### src/hdl/ahb_sram_settings.svh
`ifndef AHB_SRAM_SETTINGS_SVH
`define AHB_SRAM_SETTINGS_SVH

////////////////////
// Bus widths
////////////////////

// Byte address over both banks
// Bit 10 picks the bank and bits 9 to 0 address 1 KB inside it
`define AHB_ADDR_W 11

// Data bus width in bits
`define AHB_DATA_W 32

////////////////////
// Memory
////////////////////

// Words per bank
// 256 words of 4 bytes fill one 1 KB bank
`define BANK_DEPTH 256

`endif

### src/hdl/ahb_sram_pkg.sv
`default_nettype none

`include "ahb_sram_settings.svh"

package ahb_sram_pkg;

  ////////////////////
  // Vector types
  ////////////////////

  // Byte address as seen on HADDR
  typedef logic [`AHB_ADDR_W-1:0] ahb_addr_t;
  // One data word on HWDATA or HRDATA
  typedef logic [`AHB_DATA_W-1:0] ahb_data_t;
  // One enable per byte lane
  typedef logic [`AHB_DATA_W/8-1:0] ahb_be_t;
  typedef logic [1:0] htrans_t;
  typedef logic [2:0] hsize_t;

  ////////////////////
  // Transfer codes
  ////////////////////

  localparam htrans_t HTRANS_IDLE   = 2'b00;
  localparam htrans_t HTRANS_BUSY   = 2'b01;
  localparam htrans_t HTRANS_NONSEQ = 2'b10;
  localparam htrans_t HTRANS_SEQ    = 2'b11;

  // Sizes up to the bus width only
  localparam hsize_t HSIZE_BYTE  = 3'b000;
  localparam hsize_t HSIZE_HWORD = 3'b001;
  localparam hsize_t HSIZE_WORD  = 3'b010;

  localparam logic HRESP_OKAY = 1'b0;

  ////////////////////
  // Bus bundles
  ////////////////////

  // Address phase from the master
  typedef struct packed {
    ahb_addr_t haddr;
    htrans_t   htrans;
    logic      hwrite;
    hsize_t    hsize;
  } ahb_req_t;

  // Response of one slave, or of the whole subsystem after the mux
  typedef struct packed {
    ahb_data_t hrdata;
    logic      hreadyout;
    logic      hresp;
  } ahb_rsp_t;

endpackage

`default_nettype wire

### src/hdl/ahb_bank_mux.sv
`default_nettype none

`include "ahb_sram_settings.svh"

module ahb_bank_mux (
  input  wire logic                   HCLK,
  input  wire logic                   HRESETn,
  input  wire ahb_sram_pkg::ahb_req_t req,
  input  wire ahb_sram_pkg::ahb_rsp_t rsp_bank0,
  input  wire ahb_sram_pkg::ahb_rsp_t rsp_bank1,
  output logic [1:0]                  sel,
  output ahb_sram_pkg::ahb_rsp_t      rsp
);

  import ahb_sram_pkg::*;

  // Top address bit splits the map into two banks
  localparam int BANK_BIT = `AHB_ADDR_W - 1;

  // Bank of the current address phase
  logic bank;
  // Bank that owns the current data phase
  logic bank_q;
  logic active;

  ////////////////////
  // Address decode
  ////////////////////

  assign bank = req.haddr[BANK_BIT];

  // One select line per bank
  // Slaves qualify it with HTRANS themselves
  assign sel  = {bank, !bank};

  assign active = (req.htrans == HTRANS_NONSEQ) || (req.htrans == HTRANS_SEQ);

  ////////////////////
  // Data phase select
  ////////////////////

  // Follows each accepted transfer
  // Idle cycles leave the last owner in place
  always_ff @(posedge HCLK or negedge HRESETn) begin
    if (!HRESETn) begin
      bank_q <= 1'b0;
    end else if (rsp.hreadyout && active) begin
      bank_q <= bank;
    end
  end

  // The chosen hreadyout is also the bus HREADY
  always_comb begin
    if (bank_q) begin
      rsp = rsp_bank1;
    end else begin
      rsp = rsp_bank0;
    end
  end

endmodule

`default_nettype wire

### config.mk
export PLATFORM = sky130hd
export DESIGN_NAME = ahb_bank_mux
export DESIGN_NICKNAME = d
export VERILOG_FILES = /design/src/hdl/ahb_sram_pkg.sv /design/src/hdl/ahb_bank_mux.sv
export VERILOG_INCLUDE_DIRS = /design/src /design/src/hdl
export SDC_FILE = /design/constraint.sdc
export NUM_CORES = 1
export LEC_CHECK = 0
export ABC_AREA = 1
export BUFFER_PORTS_ARGS = -buffer_cell sky130_fd_sc_hd__buf_4
export CORE_AREA = 2 2 52 54
export DETAILED_ROUTE_END_ITERATION = 16
export DIE_AREA = 0 0 54 56
export PLACE_DENSITY_LB_ADDON = 0.12
export SLEW_MARGIN = 10
export SYNTH_ARGS = -nofsm -noshare
export SYNTH_HDL_FRONTEND = slang
export SYNTH_SLANG_ARGS = --single-unit
### constraint.sdc
create_clock -name HCLK -period 0.9 [get_ports HCLK]
set_input_delay 0.045 -clock HCLK [delete_from_list [all_inputs] [get_ports HCLK]]
set_output_delay 0.045 -clock HCLK [all_outputs]
set_load 0.02 [all_outputs]
# Yosys cells after proc, flatten, opt, wreduce, memory -nomap -nowiden
# Index checks and enable logic that the tools add are counted.
totals:
  reg_bits: 1
  output_inout_bits: 36
  word_cells: 7
op_classes:
  eq_ne: 2
  n_mux: 1
  reduce_logical: 3
ops:
  columns: ["cell", "n"]
  rows:
  - ["34-bit two-way mux", 1]
  - ["2-bit == test, second input constant", 2]
  - ["1-bit logical AND", 1]
  - ["1-bit zero test", 1]
  - ["1-bit logical OR", 1]

# Longest topological paths before layout
# Gate-level depths: netlist (run 1).
logic_depth:
  ltp_word: 3
  ltp_mapped: 6
  depth_no_buf: 5

# Worst setup path after synthesis (run 1)
# OpenSTA, ideal clock, no wires.
synth_timing:
  path_kind: "reg2reg"
  startpoint: "reg bank_q"
  endpoint: "reg bank_q"
  setup_ps: 65
  t_arrival_ps: 848
  t_required_ps: 835
  setup_slack_ps: -13
  path_stages_with_launch: 7
  n_path_buf: 1
  synth_period_minus_slack_ps: 913
  path_cell_list: "dfrtp_1 -> buf_6 -> inv_8 -> nand2_2 -> nand2_2 -> nand3_1 -> nand2_1"
synth_rtl:
  columns: ["item", "line", "text"]
  rows:
  - ["start, declared", "ahb_bank_mux.sv:23", "logic bank_q;"]
  - ["start signal, assigned", "ahb_bank_mux.sv:48", "bank_q <= bank;"]

# Worst setup path in the final report (run 1)
layout_timing:
  startpoint: "reg bank_q"
  endpoint: "reg bank_q"
layout_between:
  elab_chain_len: 2
layout_lines:
  columns: ["item", "line", "text"]
  rows:
  - ["34-bit two-way mux", "ahb_bank_mux.sv:54", "if (bank_q) begin"]
  - ["1-bit logical AND", "ahb_bank_mux.sv:47", "end else if (rsp.hreadyout && active) begin"]
# Every way passes these cells.
# A chain may end at the register's enable or synchronous reset.

==> results of run 1 <==
==> how the worst max path moves through the flow <==
stage,start,end,slack (ns)
6_report,bank_q$_DFFE_PN0P_,bank_q$_DFFE_PN0P_,-0.09
5_1_grt,bank_q$_DFFE_PN0P_,bank_q$_DFFE_PN0P_,-0.16
4_1_cts,bank_q$_DFFE_PN0P_,bank_q$_DFFE_PN0P_,-0.11
3_5_place_dp,bank_q$_DFFE_PN0P_,rsp[14],-0.20
3_3_place_gp,bank_q$_DFFE_PN0P_,rsp[11],-0.18
2_1_floorplan,bank_q$_DFFE_PN0P_,bank_q$_DFFE_PN0P_,0.006
==> routing by layer <==
metal | vias up | part of all wire, % | track usage [%]
met1 | 450 | 35 | 16.75
met3 | 0 | 13 | 2.151
li1 | 560 | - | -
met5 | - | 0 | 0
met4 | 0 | 0 | 0
met2 | 62 | 52 | 29.79
==> what timing repair did <==
action | CTS | global route
endpoints found under the hold margin | 1 | 0
hold buffers | 1 | 0
gates resized for setup | 5 | 0
endpoints found under the setup margin | 35 | 35
==> power by group <==
part | switching, mW | total [mW] | internal [mW] | leakage, nW
Sequential | 0.0430 | 0.106 | 0.0634 | 0.0113
Clock | 0 | 0 | 0 | 0
Combinational | 1.40 | 2.49 | 1.09 | 0.873
==> synthesized netlist by cell type <==
| master | number |
|---|---|
| buf_6 | 4 |
| dfrtp_1 | 1 |
| nand2_1 | 104 |
| nand3_1 | 2 |
| nand2_2 | 2 |
| buf_4 | 4 |
| inv_1 | 3 |
| inv_8 | 1 |
==> worst max-delay path, stage by stage, from the launching register on <==
cell and delay (ns):
dfrtp_2 0.45, inv_8 0.19, nand2_2 0.09, nand2_4 0.06, nand3_1 0.06, nand2_1 0.07
==> final cells by class <==
| cell class | count | area [µm²] |
|---|---|---|
| Inverter | 4 | 22.52 |
| Tap cell | 30 | 37.54 |
| Sequential cell | 1 | 26.28 |
| Multi-Input combinational cell | 108 | 493.0 |
| Fill cell | 235 | 1002 |
| Timing Repair Buffer | 111 | 850.8 |
==> per-stage QoR <==
step                      util [%]  instances  setup WS, ns  setup TNS (ns)  power (mW)
after floorplan                  -        121      0.005757               0       1.663
after global placement       57.72        253       -0.1775          -5.407       2.536
after detailed placement     57.72        253       -0.2005          -6.267       2.575
after CTS                    58.80        254       -0.1069          -2.635       2.632
after global routing         58.80        254       -0.1562          -4.345       2.822
final                        58.80        254      -0.09216          -2.268       2.595
==> cell families (layout without fill, tap and decap cells) <==
family	count (synthesis)	after routing	share of synthesized area (%)
and+or+nand+nor	108	108	77.10
buffers and inverters	12	115	18.22
DFF	1	1	4.672
==> cell usage in the layout, fill, tap and decap left out <==
| master | instances |
|---|---|
| nand2_4 | 1 |
| dlygate4sd3_1 | 1 |
| nand3_1 | 2 |
| inv_8 | 1 |
| nand2_1 | 74 |
| dfrtp_2 | 1 |
| nand2_2 | 31 |
| buf_4 | 106 |
| buf_6 | 4 |
| inv_1 | 3 |
==> results by group, run 1 <==
Routing
  – DR vias: 1,072
  – # DRC: 0
  – DRT Wirelength: 2.538 mm
  – Avg Vias per Cell: 4.220
  – Drt pass-1 iters: 4
  – DR WL/cell: 9.992 µm
  – DRT iter0 DRCs: 4
  – Post-DRT Antenna Nets: 0

Setup path
  – Reg2reg path depth: 5
  – Critical Path RT: 0.83 ns
  – R2R Path End: bank_q$_DFFE_PN0P_
  – CP Capture Type: flip-flop
  – Crit-path max FO: 35
  – Worst reg-to-reg setup slack: -0.09 ns
  – CP arrival: 0.92 ns
  – Worst r2r src: bank_q$_DFFE_PN0P_
  – CP Class: reg2reg
  – Worst Setup Start Kind: flip-flop

Finish
  – Largest Register: bank_q
  – Registers with the most flip-flops: bank_q: 1 flops
  – Fin area: 1430 µm²
  – Diode count: 0
  – Area grow syn2layout: 167.1%
  – Nets: 313
  – Layout cells sized above 1: 64.29%
  – Max FFs per register: 1

Timing
  – Fin Clk Skew: 0 ns
  – Worst slew pin tran: 0.1870 ns
  – Final hold vios: 0
  – Hold_ws: 0.3061 ns
  – Fin crit share: 110.2%
  – Relative slew slack: 87.54%
  – Setup-failing EPs final: 35
  – Max Freq: 1008 MHz
  – Tmin final: 0.9922 ns
  – Setup WS post-layout: -0.09216 ns
  – RSZ-0062 raised after global routing: yes
  – Max Slew Vio Count: 0

Power
  – Pwr dens: 1815 nW/µm²
  – P_leak: 0.8847 nW
  – Max VDD drop: 0.001220 V

Hold path
  – HP Class: in2reg
  – Hold Startpoint: req[5]
  – Worst hold path stage count: 3
  – Endpoint, Worst Hold: bank_q$_DFFE_PN0P_

Global route
  – Initial antenna violation count: 0
  – Overall routing resource usage: 14.93%
  – Vias in the first global route: 886
  – Grt ovf: 0
  – Largest net degree at the start of global routing: 36
  – Global-route wire length before repair: 3.691 mm

Logic synthesis
  – Synthesized area: 535.5 µm²
  – Netlist cell types: 8
  – Largest area contributor in the netlist: nand2_1
  – Top cell type's share of synthesized area: 72.90%
  – #FFs+latches synth: 1
  – Ranking of synthesized cells by area: nand2_1 (73%), buf_6 (8.4%), buf_4 (5.6%), dfrtp_1 (4.7%), nand2_2 (2.3%)
  – Seq/Total Area, Yosys: 4.673%
  – Synthesis Warnings: 0
  – Average size of a mapped cell: 4.426 µm²
  – Post-synthesis cell count: 121
  – Synth Net Count: 208

Clocking
  – Post-CTS setup buffers: 0
  – Skew-Pair Late Insertion Delay: 0 ns
  – CTS clock-pin slew for the worst setup and hold paths: 0 ns

Die
  – Core Footprint: 2432 µm²
  – Initial Utilization: 22.02%
  – Row count: 18
  – Num ports: 123
  – Height of the die: 56 µm
  – Die ar.: 3024 µm²
  – Die width: 54 µm

Run status
  – Failing checks: negative setup slack
  – Status: finished with violations

Placed design
  – GPL Wtd Cong: 0.7548
  – Port Buffers: 107
  – Post-DP HPWL: 2.182 mm
  – DP Area: 1404 µm²

Job
  – Max-Cap Viols: 0
Power figures use the tool's default switching activity.
==> inputs of run 2 (changes only) <==
PLACE_DENSITY = 0.78   (was default)
PLACE_DENSITY_LB_ADDON = default   (was 0.12)
SKIP_LAST_GASP = 1   (was default)
==> results by group, run 2 (same netlist as run 1, synthesis figures left out) <==
Finish
  – Max FFs per register: 1 (unchanged)
  – Registers with the most flip-flops: bank_q: 1 flops
  – Largest Register: bank_q
  – Filler Cell Count: 249 (+6.0%)
  – Most common cell after layout, fill and taps aside: buf_4
  – Diode count: 0 (unchanged)
  – Most frequent cells in the layout: buf_4 (109), nand2_1 (74), nand2_2 (31)
  – Final core utilization: 58.69% (-0.10 points)
  – Layout cells sized above 1: 64.29% (unchanged)
  – Area grow syn2layout: 166.6%
  – Post-Layout Cell Count: 254 (unchanged)
  – Nets: 313 (unchanged)

Global route
  – Initial antenna violation count: 0 (unchanged)
  – Largest net degree at the start of global routing: 36 (unchanged)
  – Global-route wire length before repair: 3.539 mm (-4.1%)
  – Vias in the first global route: 834 (-5.9%)
  – Overall routing resource usage: 14.20% (-0.74 points)
  – Grt ovf: 0 (unchanged)

Setup path
  – CP Class: reg2reg
  – Crit-path max FO: 35 (unchanged)
  – CP arrival: 0.91 ns (about the same)
  – Cell chain of the critical path: inv_8, nand2_2, nand2_4, nand3_1, nand2_1
  – Reg2reg path depth: 5 (unchanged)
  – Slowest stage cell, crit path: dfrtp_2
  – Worst Setup Start Kind: flip-flop
  – Critical Path RT: 0.83 ns (about the same)
  – Slowest stage delay, CP: 0.46 ns (about the same)
  – CP Capture Type: flip-flop

Die
  – Row count: 18 (unchanged)
  – Die width: 54 µm (unchanged)
  – Num ports: 123 (unchanged)
  – Height of the die: 56 µm (unchanged)
  – Core Footprint: 2432 µm² (unchanged)
  – Die ar.: 3024 µm² (unchanged)
  – Initial Utilization: 22.02% (unchanged)

Routing
  – DRT Wirelength: 2.445 mm (-3.7%)
  – DR vias: 1,039 (-3.1%)
  – DR WL/cell: 9.626 µm (-3.7%)
  – Avg Vias per Cell: 4.091 (-3.1%)
  – # DRC: 0 (unchanged)
  – Drt pass-1 iters: 2 (-2)
  – Post-DRT Antenna Nets: 0 (unchanged)
  – DRT iter0 DRCs: 6 (+2)

Placed design
  – DP Worst Slack: -0.1652 ns (+0.03530 ns)
  – Post-DP HPWL: 2.060 mm (-5.6%)
  – Placed instance count: 253 (unchanged)
  – GPL Wtd Cong: 0.7260 (-3.8%)
  – Port Buffers: 107 (unchanged)

Timing
  – Final hold vios: 0 (unchanged)
  – Tmin final: 0.9827 ns (-0.009477 ns)
  – Setup WS post-layout: -0.08268 ns (+0.009477 ns)
  – Max Freq: 1018 MHz (+0.96%)
  – RSZ-0062 raised after global routing: yes
  – Relative slew slack: 87.24% (-0.30 points)
  – Worst slew pin tran: 0.1914 ns (+0.004493 ns)
  – Max Slew Vio Count: 0 (unchanged)
  – Sum Neg Setup Slack: -2.252 ns (+0.01600 ns)
  – Fin Clk Skew: 0 ns (unchanged)
  – Setup-failing EPs final: 35 (unchanged)
  – Fin crit share: 109.2% (-1.1 points)

Job
  – Max-Cap Viols: 0 (unchanged)

Hold path
  – HP Class: in2reg
  – Worst hold path stage count: 3 (unchanged)

Clocking
  – Post-CTS setup buffers: 0 (unchanged)
  – Skew-Pair Late Insertion Delay: 0 ns (unchanged)
  – CTS clock-pin slew for the worst setup and hold paths: 0 ns (unchanged)

Power
  – P_leak: 0.8841 nW (about the same)
  – Max VDD drop: 0.001227 V (+0.59%)
  – Pwr dens: 1806 nW/µm² (-0.48%)

Run status
  – Failing checks: negative setup slack
  – Status: finished with violations
[run 2: cell counts in the layout (fill, tap and decap cells not counted)]
No cell type changed its count.
[run 2: final timing paths]
| check | startpoint | to | slack, ns |
|---|---|---|---|
| setup / recovery | bank_q$_DFFE_PN0P_ | bank_q$_DFFE_PN0P_ | -0.08 |
| hold / removal | req[5] | bank_q$_DFFE_PN0P_ | 0.30 |
| setup reg to reg | bank_q$_DFFE_PN0P_ | bank_q$_DFFE_PN0P_ | -0.08 |
| hold reg to reg | bank_q$_DFFE_PN0P_ | bank_q$_DFFE_PN0P_ | 0.73 |
| max in group asynchronous | HRESETn | bank_q$_DFFE_PN0P_ | 0.44 |
| min in group asynchronous | HRESETn | bank_q$_DFFE_PN0P_ | 0.37 |
[run 2: timing repair]
action / CTS / global route
endpoints found under the hold margin: 1 / 0
resized for setup: 1 / 0
hold buffers: 1 / 0
endpoints found under the setup margin: 35 / 35
[run 2: report_power, final]
group          switching, mW  total, mW  internal (mW)
clock network              0          0              0
registers             0.0442      0.108         0.0634
logic                   1.38       2.47           1.09
[run 2: stage by stage]
stage | hold WS [ns] | power [mW] | instance area [µm²]
after floorplan | -0.2506 | 1.663 | 615.6
after global placement | -0.1784 | 2.596 | 1416
after detailed placement | -0.1764 | 2.607 | 1416
after CTS | 0.3104 | 2.619 | 1428
after global routing | 0.3172 | 2.805 | 1428
final | 0.2996 | 2.578 | 1428
[run 2: critical path: cells and delay by family, from the launching register on]
family	cells	cell delay, ns
DFF	1	0.46
buffers and inverters	1	0.19
and+or+nand+nor	4	0.27
[run 2: cell type report]
type / count / area, µm² / area share [%]
inverter: 4 / 22.52 / 1.578
tap: 30 / 37.54 / 2.629
timing repair buffer: 111 / 848.3 / 59.42
multi-input combinational: 108 / 493.0 / 34.53
sequential: 1 / 26.28 / 1.840
[run 2: metal layers]
| metal | track usage [%] | up-vias | share of wire, % |
|---|---|---|---|
| met3 | 3.226 | 2 | 15 |
| met4 | 0.7143 | 0 | 0.49 |
| met2 | 29.44 | 56 | 53 |
| met5 | 0 | - | 0 |
| met1 | 13.85 | 420 | 31 |
| li1 | - | 561 | - |
